===== src/common/viterbi_pkg.sv =====
package viterbi_pkg;

    ////////////////////
    // Code and trellis
    ////////////////////

    // Rate 1/2, K=3, generators 7 and 5 octal
    localparam int num_states  = 4;
    localparam int state_w     = 2;
    localparam int trace_depth = 15;
    localparam int mem_depth   = 16;
    localparam int mem_ptr_w   = $clog2(mem_depth);
    localparam int fill_w      = $clog2(trace_depth + 2);

    // Path metrics
    localparam int metric_w    = 6;
    localparam int init_metric = 16;

    // Decoded-bit FIFO
    localparam int fifo_depth = 16;
    localparam int fifo_ptr_w = $clog2(fifo_depth);
    localparam int count_w    = fifo_ptr_w + 1;

    ////////////////////
    // Host port
    ////////////////////

    localparam int wb_adr_w = 2;
    localparam int wb_dat_w = 8;

    localparam logic [wb_adr_w-1:0] adr_symbol = 2'd0;
    localparam logic [wb_adr_w-1:0] adr_result = 2'd1;
    localparam logic [wb_adr_w-1:0] adr_status = 2'd2;
    localparam logic [wb_adr_w-1:0] adr_clear  = 2'd3;

    typedef logic [1:0]            sym_t;
    typedef logic [metric_w-1:0]   metric_t;
    typedef logic [num_states-1:0] decision_t;

    // Expected code output, indexed [state][input bit]
    // State holds the last two inputs, newest in the MSB
    localparam sym_t branch_out [num_states][2] = '{
        '{2'b00, 2'b11},
        '{2'b11, 2'b00},
        '{2'b10, 2'b01},
        '{2'b01, 2'b10}
    };

    typedef struct packed {
        logic                cyc;
        logic                stb;
        logic                we;
        logic [wb_adr_w-1:0] adr;
        logic [wb_dat_w-1:0] dat;
    } wb_req_t;

    typedef struct packed {
        logic                ack;
        logic [wb_dat_w-1:0] dat;
    } wb_rsp_t;

    // One trellis step from ACS to traceback
    typedef struct packed {
        logic               valid;
        decision_t          decision;
        logic [state_w-1:0] best;
    } step_t;

endpackage


===== src/hw/bit_fifo.sv =====
module bit_fifo (
    input  logic                            clk,
    input  logic                            rst_n,
    input  logic                            clear,
    input  logic                            push,
    input  logic                            push_bit,
    input  logic                            pop,
    output logic                            pop_bit,
    output logic [viterbi_pkg::count_w-1:0] count,
    output logic                            full
);
    import viterbi_pkg::*;

    logic [fifo_depth-1:0] bits;
    logic [fifo_ptr_w-1:0] wr_ptr;
    logic [fifo_ptr_w-1:0] rd_ptr;
    logic                  do_push;
    logic                  do_pop;

    assign full    = (count == count_w'(fifo_depth));
    assign do_push = push && !full;
    assign do_pop  = pop && (count != '0);
    // Head of the queue, valid whenever count is nonzero
    assign pop_bit = bits[rd_ptr];

    always_ff @(posedge clk) begin
        if (do_push) begin
            bits[wr_ptr] <= push_bit;
        end
    end

    always_ff @(posedge clk) begin
        if (!rst_n || clear) begin
            wr_ptr <= '0;
            rd_ptr <= '0;
            count  <= '0;
        end else begin
            if (do_push) begin
                wr_ptr <= wr_ptr + 1'b1;
            end
            if (do_pop) begin
                rd_ptr <= rd_ptr + 1'b1;
            end
            case ({do_push, do_pop})
                2'b10:   count <= count + 1'b1;
                2'b01:   count <= count - 1'b1;
                default: count <= count;
            endcase
        end
    end

endmodule


===== src/hw/viterbi_top.sv =====
module viterbi_top (
    input  logic                 clk,
    input  logic                 rst_n,
    input  viterbi_pkg::wb_req_t wb_req,
    output viterbi_pkg::wb_rsp_t wb_rsp
);
    import viterbi_pkg::*;

    logic               sym_valid;
    logic               sym_ready;
    sym_t               sym;
    logic               clear;
    logic               busy;
    step_t              step;
    logic               push;
    logic               push_bit;
    logic               pop;
    logic               pop_bit;
    logic               fifo_full;
    logic [count_w-1:0] fifo_count;

    // Host side
    wb_symbol_port u_port (
        .clk        (clk),
        .rst_n      (rst_n),
        .wb_req     (wb_req),
        .wb_rsp     (wb_rsp),
        .sym_valid  (sym_valid),
        .sym        (sym),
        .sym_ready  (sym_ready),
        .clear      (clear),
        .pop        (pop),
        .fifo_bit   (pop_bit),
        .fifo_count (fifo_count),
        .busy       (busy)
    );

    ////////////////////
    // Decoder core
    ////////////////////

    acs_unit u_acs (
        .clk       (clk),
        .rst_n     (rst_n),
        .clear     (clear),
        .sym_valid (sym_valid),
        .sym       (sym),
        .step      (step)
    );

    traceback_unit u_tb (
        .clk       (clk),
        .rst_n     (rst_n),
        .clear     (clear),
        .step      (step),
        .fifo_full (fifo_full),
        .sym_ready (sym_ready),
        .busy      (busy),
        .push      (push),
        .push_bit  (push_bit)
    );

    // Decoded bits wait here for the host
    bit_fifo u_fifo (
        .clk      (clk),
        .rst_n    (rst_n),
        .clear    (clear),
        .push     (push),
        .push_bit (push_bit),
        .pop      (pop),
        .pop_bit  (pop_bit),
        .count    (fifo_count),
        .full     (fifo_full)
    );

endmodule


===== src/hw/wb_symbol_port.sv =====
module wb_symbol_port (
    input  logic                            clk,
    input  logic                            rst_n,
    input  viterbi_pkg::wb_req_t            wb_req,
    output viterbi_pkg::wb_rsp_t            wb_rsp,
    output logic                            sym_valid,
    output viterbi_pkg::sym_t               sym,
    input  logic                            sym_ready,
    output logic                            clear,
    output logic                            pop,
    input  logic                            fifo_bit,
    input  logic [viterbi_pkg::count_w-1:0] fifo_count,
    input  logic                            busy
);
    import viterbi_pkg::*;

    logic                start;
    logic                sym_wr;
    logic                simple_acc;
    logic                fifo_valid;
    logic                ack_q;
    logic [wb_dat_w-1:0] rdata;
    logic [wb_dat_w-1:0] dat_q;

    // New access: strobe up and not yet acked
    assign start      = wb_req.cyc && wb_req.stb && !ack_q;
    assign sym_wr     = start && wb_req.we && (wb_req.adr == adr_symbol);
    // Everything except a symbol write finishes in one cycle
    assign simple_acc = start && !sym_wr;

    // Symbol write waits here until the core can take it
    assign sym_valid = sym_wr && sym_ready;
    assign sym       = wb_req.dat[1:0];

    assign fifo_valid = (fifo_count != '0);
    assign pop        = simple_acc && !wb_req.we && (wb_req.adr == adr_result) && fifo_valid;

    ////////////////////
    // Read data
    ////////////////////

    always_comb begin
        rdata = '0;
        if (!wb_req.we) begin
            case (wb_req.adr)
                adr_result: begin
                    // Empty FIFO reads as all zero
                    rdata[1] = fifo_valid;
                    rdata[0] = fifo_valid && fifo_bit;
                end
                adr_status: begin
                    rdata[count_w-1:0] = fifo_count;
                    rdata[wb_dat_w-1]  = busy;
                end
                default: begin
                    rdata = '0;
                end
            endcase
        end
    end

    always_ff @(posedge clk) begin
        if (!rst_n) begin
            ack_q <= 1'b0;
            clear <= 1'b0;
        end else begin
            ack_q <= sym_valid || simple_acc;
            // Single pulse, lands in the ack cycle
            clear <= simple_acc && wb_req.we && (wb_req.adr == adr_clear);
        end
    end

    always_ff @(posedge clk) begin
        if (sym_valid || simple_acc) begin
            dat_q <= rdata;
        end
    end

    assign wb_rsp = '{ack: ack_q, dat: dat_q};

endmodule


===== src/viterbi_core/acs_unit.sv =====
module acs_unit (
    input  logic               clk,
    input  logic               rst_n,
    input  logic               clear,
    input  logic               sym_valid,
    input  viterbi_pkg::sym_t  sym,
    output viterbi_pkg::step_t step
);
    import viterbi_pkg::*;

    metric_t            pm     [num_states];
    metric_t            pm_new [num_states];
    metric_t            pm_min;
    decision_t          dec;
    logic [state_w-1:0] best;
    logic               step_valid;
    decision_t          step_dec;
    logic [state_w-1:0] step_best;

    // Hamming distance between received symbol and branch label
    function automatic metric_t branch_dist(sym_t rx, sym_t label);
        sym_t diff;
        diff = rx ^ label;
        return metric_t'(diff[1]) + metric_t'(diff[0]);
    endfunction

    ////////////////////
    // Add-compare-select
    ////////////////////

    always_comb begin
        logic [state_w-1:0] nxt;
        logic [state_w-1:0] p0;
        logic [state_w-1:0] p1;
        metric_t            m0;
        metric_t            m1;
        for (int ns = 0; ns < num_states; ns++) begin
            nxt = state_w'(ns);
            // Predecessors share the old MSB as their LSB-shifted bit
            p0  = {nxt[0], 1'b0};
            p1  = {nxt[0], 1'b1};
            // Input bit that leads into nxt is its MSB
            m0  = pm[p0] + branch_dist(sym, branch_out[p0][nxt[1]]);
            m1  = pm[p1] + branch_dist(sym, branch_out[p1][nxt[1]]);
            // Tie keeps the lower predecessor
            dec[ns]    = (m1 < m0);
            pm_new[ns] = (m1 < m0) ? m1 : m0;
        end
    end

    // Lowest-index state holding the minimum
    always_comb begin
        pm_min = pm_new[0];
        best   = '0;
        for (int s = 1; s < num_states; s++) begin
            if (pm_new[s] < pm_min) begin
                pm_min = pm_new[s];
                best   = state_w'(s);
            end
        end
    end

    always_ff @(posedge clk) begin
        if (!rst_n || clear) begin
            for (int s = 0; s < num_states; s++) begin
                pm[s] <= (s == 0) ? '0 : metric_t'(init_metric);
            end
            step_valid <= 1'b0;
        end else begin
            step_valid <= sym_valid;
            if (sym_valid) begin
                // Normalize so the best path sits at zero
                for (int s = 0; s < num_states; s++) begin
                    pm[s] <= pm_new[s] - pm_min;
                end
            end
        end
    end

    always_ff @(posedge clk) begin
        if (sym_valid) begin
            step_dec  <= dec;
            step_best <= best;
        end
    end

    assign step = '{valid: step_valid, decision: step_dec, best: step_best};

endmodule


===== src/viterbi_core/traceback_unit.sv =====
module traceback_unit (
    input  logic               clk,
    input  logic               rst_n,
    input  logic               clear,
    input  viterbi_pkg::step_t step,
    input  logic               fifo_full,
    output logic               sym_ready,
    output logic               busy,
    output logic               push,
    output logic               push_bit
);
    import viterbi_pkg::*;

    decision_t            surv_mem [mem_depth];
    logic [mem_ptr_w-1:0] wr_ptr;
    logic [mem_ptr_w-1:0] rd_ptr;
    logic [fill_w-1:0]    stored;
    logic                 walking;
    logic                 emit;
    logic [mem_ptr_w-1:0] walk_cnt;
    logic [state_w-1:0]   tb_state;
    logic [state_w-1:0]   prev_state;
    decision_t            rd_dec;
    logic                 last_step;

    ////////////////////
    // Survivor ring
    ////////////////////

    always_ff @(posedge clk) begin
        if (step.valid) begin
            surv_mem[wr_ptr] <= step.decision;
        end
    end

    // Decision bit picks which predecessor we came from
    assign rd_dec     = surv_mem[rd_ptr];
    assign prev_state = {tb_state[0], rd_dec[tb_state]};

    // Walk covers entries newest down to newest-(trace_depth-1)
    assign last_step = walking && (walk_cnt == mem_ptr_w'(trace_depth - 1));

    // One symbol in flight, held off also while the result is pushed
    assign busy      = step.valid || walking || push;
    assign sym_ready = !busy && !fifo_full;

    ////////////////////
    // Walk control
    ////////////////////

    always_ff @(posedge clk) begin
        if (!rst_n || clear) begin
            wr_ptr  <= '0;
            stored  <= '0;
            walking <= 1'b0;
            push    <= 1'b0;
        end else begin
            push <= last_step && emit;
            if (step.valid) begin
                wr_ptr  <= wr_ptr + 1'b1;
                walking <= 1'b1;
                // Saturates once the ring is deep enough
                if (stored != fill_w'(trace_depth + 1)) begin
                    stored <= stored + 1'b1;
                end
            end else if (last_step) begin
                walking <= 1'b0;
            end
        end
    end

    always_ff @(posedge clk) begin
        if (step.valid) begin
            tb_state <= step.best;
            rd_ptr   <= wr_ptr;
            walk_cnt <= '0;
            // Output starts with symbol index trace_depth
            emit     <= (stored >= fill_w'(trace_depth));
        end else if (walking) begin
            tb_state <= prev_state;
            rd_ptr   <= rd_ptr - 1'b1;
            walk_cnt <= walk_cnt + 1'b1;
        end
        // MSB of the oldest state is that symbol's input bit
        if (last_step) begin
            push_bit <= prev_state[1];
        end
    end

endmodule

===== config.mk =====
export PLATFORM = sky130hd
export DESIGN_NAME = viterbi_top
export DESIGN_NICKNAME = d
export VERILOG_FILES = /design/src/common/viterbi_pkg.sv /design/src/hw/bit_fifo.sv /design/src/hw/viterbi_top.sv /design/src/hw/wb_symbol_port.sv /design/src/viterbi_core/acs_unit.sv /design/src/viterbi_core/traceback_unit.sv
export SDC_FILE = /design/constraint.sdc
export NUM_CORES = 1
export LEC_CHECK = 0
export BUFFER_PORTS_ARGS = -buffer_cell sky130_fd_sc_hd__buf_2
export CORE_UTILIZATION = 50
export CTS_CLUSTER_DIAMETER = 50
export CTS_CLUSTER_SIZE = 12
export DETAILED_ROUTE_END_ITERATION = 8
export PLACE_DENSITY_LB_ADDON = 0.3
export SYNTH_ARGS = -nofsm -noshare
export SYNTH_HDL_FRONTEND = slang
export SYNTH_SLANG_ARGS = --single-unit

===== constraint.sdc =====
create_clock -name clk -period 9 [get_ports clk]
set_input_delay 0.45 -clock clk [delete_from_list [all_inputs] [get_ports clk]]
set_output_delay 0.45 -clock clk [all_outputs]
set_load 0.05 [all_outputs]

==> impl_metrics.tcl <==
set metrics [dict create \
    syn_inst 967 \
    synthTopCellsByArea "sky130_fd_sc_hd__edfxtp_1 36%, sky130_fd_sc_hd__ha_1 9.3%, sky130_fd_sc_hd__dfxtp_1 6.8%, sky130_fd_sc_hd__mux4_2 5.7%, sky130_fd_sc_hd__xnor2_1 4.1%" \
    die-area_mm2 0.0213 \
    cell_depth_of_the_worst_flop_to_flop_path 39 \
    reg2reg_slack_ns 0.58 \
    post_layout_nonfiller_instances 1289 \
    r2r-start "u_acs.pm[0][1]" \
    worst_hold_startpoint "rst_n" \
    grt.overflow.total 0 \
    setup.worst_path.class "in2reg" \
    critical_path_peak_fanout 5 \
    outcome "finished, final reports clean" \
    placement.setup.worst_slack_ns -0.0000417 \
    synth.avg_cell_area_um2 10.7 \
    post_syn_area_mm2 0.0103 \
    p_int_w 0.00181 \
    p_leak_nw 4.45 \
    number_of_enable_flip_flop_cells_after_synthesis 124 \
    timing.final.ws_setup_ns 0.492 \
    finalMaxSlewViolations 0 \
    clkPwrFrac_pct 26.1 \
    dr.pass1.iters 4 \
    whs_path_depth 2 \
    area.growth.synth_to_final_pct 11.1 \
    netSwitchingPower_w 0.000991 \
    number_of_antenna_violations_at_the_first_check_in_global_routing 0 \
    period_needed_ns 8.51 \
    gpl.final_weighted_congestion 0.884 \
    clk_root_buffer_cell "sky130_fd_sc_hd__clkbuf_16" \
    timing.critical_path.buf_inv 6 \
    worst_setup_hold_path_clk_slew_ns 0.07 \
    sort_of_element_at_the_start_of_the_critical_path "input port" \
    regToRegEndpoint "u_acs.pm[0][5]" \
    fin_crit_sh_pct 94.5 \
    grtUsageTotal_pct 21.5 \
    route.antenna.remaining_nets 0 \
    clkLatencyLatePin_ns 0.42 \
    crit_arrival_ns 8.66 \
    cpMostUsedCell "sky130_fd_sc_hd__ha_1" \
    ys_ff_latch 159 \
    pin_slew_with_the_least_headroom_to_its_limit_ns 1.10 \
    min-delay-path-class "in2reg" \
    final-setup-viol-count 0 \
    placedCellCount 1255 \
    worst_path_max_delay_cell "sky130_fd_sc_hd__mux2_2" \
    ratio_of_routed_vias_to_standard_cells 5.57 \
    clock_tree_from_tritoncts "done" \
    max-vdd-ir-drop_mv 0.261 \
    report.power.total_w 0.00280 \
    postRouteWirelength_mm 22.0 \
    crit_path_end_kind "flop" \
    antenna_cells_inserted 0 \
    synth_seq_area_share_pct 42.8 \
    buffer_ports.inserted 15 \
    via_count_of_the_first_global_routing_pass 6894 \
    synthFlopType "sky130_fd_sc_hd__edfxtp_1" \
    design.portCount 24 \
    htree_levels 4 \
    global_route_wire_length_before_repair_mm 35.5 \
    synthDominantAreaCellType "sky130_fd_sc_hd__edfxtp_1" \
    synth_cell_type_count 89 \
    hold_end "u_port.ack_q" \
    drt_first_iter_violations 397 \
    clock_path_buffers 2 \
    critical-path-top-delay-family "compound AO/OA/AOI/OAI gates" \
    nets 1099 \
    slew_headroom_pct 26.7 \
    final_layout_size_suffix_gt1_share_pct 14.8 \
    core_area_mm2 0.0202 \
    p_per_area_mw_per_mm2 243 \
    maxClockFrequency_mhz 118 \
    clk_skew_ns 0.0109 \
    grt_max_degree 25 \
    finalHoldViolCount 0 \
    synth.yosys.warnings 0 \
    die_w_um 146 \
    crit_path_max_incr_delay_ns 0.43 \
    hold_bufs_at_cts 0 \
    pwr-share-seq_pct 29.5 \
    wl_per_cell_um 17.1 \
    share_comb_of_total_power_pct 44.4 \
    max_cap_violations 0 \
    via_count 7174 \
    drc 0 \
    synth_top_area_share_pct 36.0 \
    detailedPlacementHpwl_mm 16.3 \
    initial_util_pct 51.1 \
    numClockSinks 159 \
    cts_buffers 17 \
    switching_share_pct 35.4 \
    die-height_um 146 \
    required_ns 9.15 \
    rows 52 \
    postSynth.asyncResetShare_pct 0 \
]
==> worst register-to-register path: cells and delay by family (launching register included) <==
family	cells	cell delay [ns]
AND/OR/NAND/NOR	8	1.39
flip-flops	1	0.52
multiplexers	2	0.56
XOR/XNOR	3	0.59
adder cells (fa/ha/maj)	7	1.88
AO/OA/AOI/OAI	15	2.69
buffers and inverters	4	0.51
==> how the worst max path moves through the flow <==
stage,startpoint,to,slack [ns],cells past startpoint
after floorplan,wb_req[0],u_acs.pm[0][23],0.16,42
after global placement,wb_req[0],u_acs.pm[0][16],0.11,39
after detailed placement,wb_req[0],u_acs.pm[0][16],-0.00004,39
after CTS,wb_req[0],u_acs.pm[0][16],0.40,39
after global routing,wb_req[0],u_acs.pm[0][5],-0.03,41
final,wb_req[0],u_acs.pm[0][5],0.49,40
==> routing by layer <==
layer	wire length [um]	global-route usage, %	share of wire, %	vias to the layer above
li1	-	-	-	3558
met1	10200	28.1	46	3459
met2	10700	36.7	49	135
met3	834	3.86	3.8	22
met4	310	5.58	1.4	0
met5	0	0	0	-
==> cell type report <==
class,instances,area (um2)
flip-flops and latches,159,4420
clock buffers,20,447
fillers,1677,8730
inverters,69,259
repair buffers,50,338
multi-input cells,709,5550
clock inverters,12,148
well taps,270,338
==> Yosys cell counts, types with 7 or more instances <==
cell / instances
sky130_fd_sc_hd__a21oi_1: 44
sky130_fd_sc_hd__a31oi_1: 7
sky130_fd_sc_hd__o211ai_1: 7
sky130_fd_sc_hd__dfxtp_1: 35
sky130_fd_sc_hd__xnor2_1: 49
sky130_fd_sc_hd__and3_1: 9
sky130_fd_sc_hd__nand2_1: 68
sky130_fd_sc_hd__o21ai_0: 14
sky130_fd_sc_hd__clkbuf_1: 21
sky130_fd_sc_hd__xor2_1: 36
sky130_fd_sc_hd__nor2_1: 110
sky130_fd_sc_hd__ha_1: 77
sky130_fd_sc_hd__nand2b_1: 19
sky130_fd_sc_hd__nor3_1: 16
sky130_fd_sc_hd__nand3_1: 16
sky130_fd_sc_hd__and2_1: 34
sky130_fd_sc_hd__mux4_2: 26
sky130_fd_sc_hd__nand4_1: 12
sky130_fd_sc_hd__a21o_1: 11
sky130_fd_sc_hd__mux2i_1: 24
sky130_fd_sc_hd__mux2_2: 12
sky130_fd_sc_hd__edfxtp_1: 124
sky130_fd_sc_hd__inv_1: 67
==> power groups by stage <==
stage	Clock, W	Sequential, W	Combinational [W]
floorplan	0	0.000834	0.000907
global placement	0	0.000839	0.00120
detailed placement	0	0.000840	0.00121
CTS	0.000738	0.000825	0.00122
global route	0.000765	0.000827	0.00138
finish	0.000730	0.000825	0.00124
==> repair_timing <==
action                     in CTS  in global routing
buffers inserted                0                  2
resized for setup               0                  4
setup endpoints to repair       0                 10
==> state kept, by name, summed over array words and instances, names as in the netlist, 2 cells and up, named ones only <==
signal / cells
u_tb.tb_state: 2
u_acs.pm: 24
u_fifo.bits: 16
u_tb.wr_ptr: 4
u_fifo.count: 5
u_fifo.rd_ptr: 4
u_fifo.wr_ptr: 4
u_tb.walk_cnt: 4
u_tb.surv_mem: 64
u_acs.step_best: 2
u_acs.step_dec: 4
u_tb.stored: 5
u_tb.rd_ptr: 4
u_port.dat_q: 6
==> cell families (layout without fill, tap and decap cells) <==
logic type	count (synthesis)	count (layout)	synth area share, %
fa+ha+maj	84	84	10.1
compound gates	153	153	11.1
buf+inv	100	151	3.86
flops	159	159	42.8
mux	64	64	9.56
simple gates	318	318	14.8
xor+xnor	88	88	7.67
other cells	1	2	0.0362
==> cell usage in the layout, fill, tap and decap left out, types with 6 or more instances in the layout <==
cell,synthesis,routed
sky130_fd_sc_hd__xor2_1,36,35
sky130_fd_sc_hd__dfxtp_1,35,35
sky130_fd_sc_hd__mux2i_1,24,24
sky130_fd_sc_hd__mux4_2,26,26
sky130_fd_sc_hd__buf_4,5,35
sky130_fd_sc_hd__clkbuf_16,0,17
sky130_fd_sc_hd__a21o_1,11,11
sky130_fd_sc_hd__ha_1,77,77
sky130_fd_sc_hd__mux2_2,12,12
sky130_fd_sc_hd__or3_1,6,6
sky130_fd_sc_hd__edfxtp_1,124,124
sky130_fd_sc_hd__and3_1,9,9
sky130_fd_sc_hd__o21ai_0,14,13
sky130_fd_sc_hd__inv_1,67,67
sky130_fd_sc_hd__nand2_1,68,68
sky130_fd_sc_hd__nor3_1,16,16
sky130_fd_sc_hd__nand3_1,16,16
sky130_fd_sc_hd__o21ai_1,6,7
sky130_fd_sc_hd__and2_1,34,34
sky130_fd_sc_hd__xnor2_1,49,49
sky130_fd_sc_hd__a21oi_1,44,44
sky130_fd_sc_hd__nor2_1,110,110
sky130_fd_sc_hd__nand4_1,12,12
sky130_fd_sc_hd__nor2b_1,6,6
sky130_fd_sc_hd__buf_2,4,15
sky130_fd_sc_hd__a31oi_1,7,6
sky130_fd_sc_hd__o211ai_1,7,7
sky130_fd_sc_hd__nand2b_1,19,19
==> through the flow <==
step | util (%) | cell area, um2 | hold WS [ns] | TNS (ns)
finish | 56.8 | 11500 | 0.288 | 0
floorplan | - | 10400 | 0.443 | 0
detailed placement | 53.7 | 10900 | 0.455 | -0.0000417
global placement | 53.7 | 10900 | 0.452 | 0
CTS | 56.7 | 11500 | 0.278 | 0
global route | 56.8 | 11500 | 0.288 | -0.0297
(Power assumes the default switching activity.)
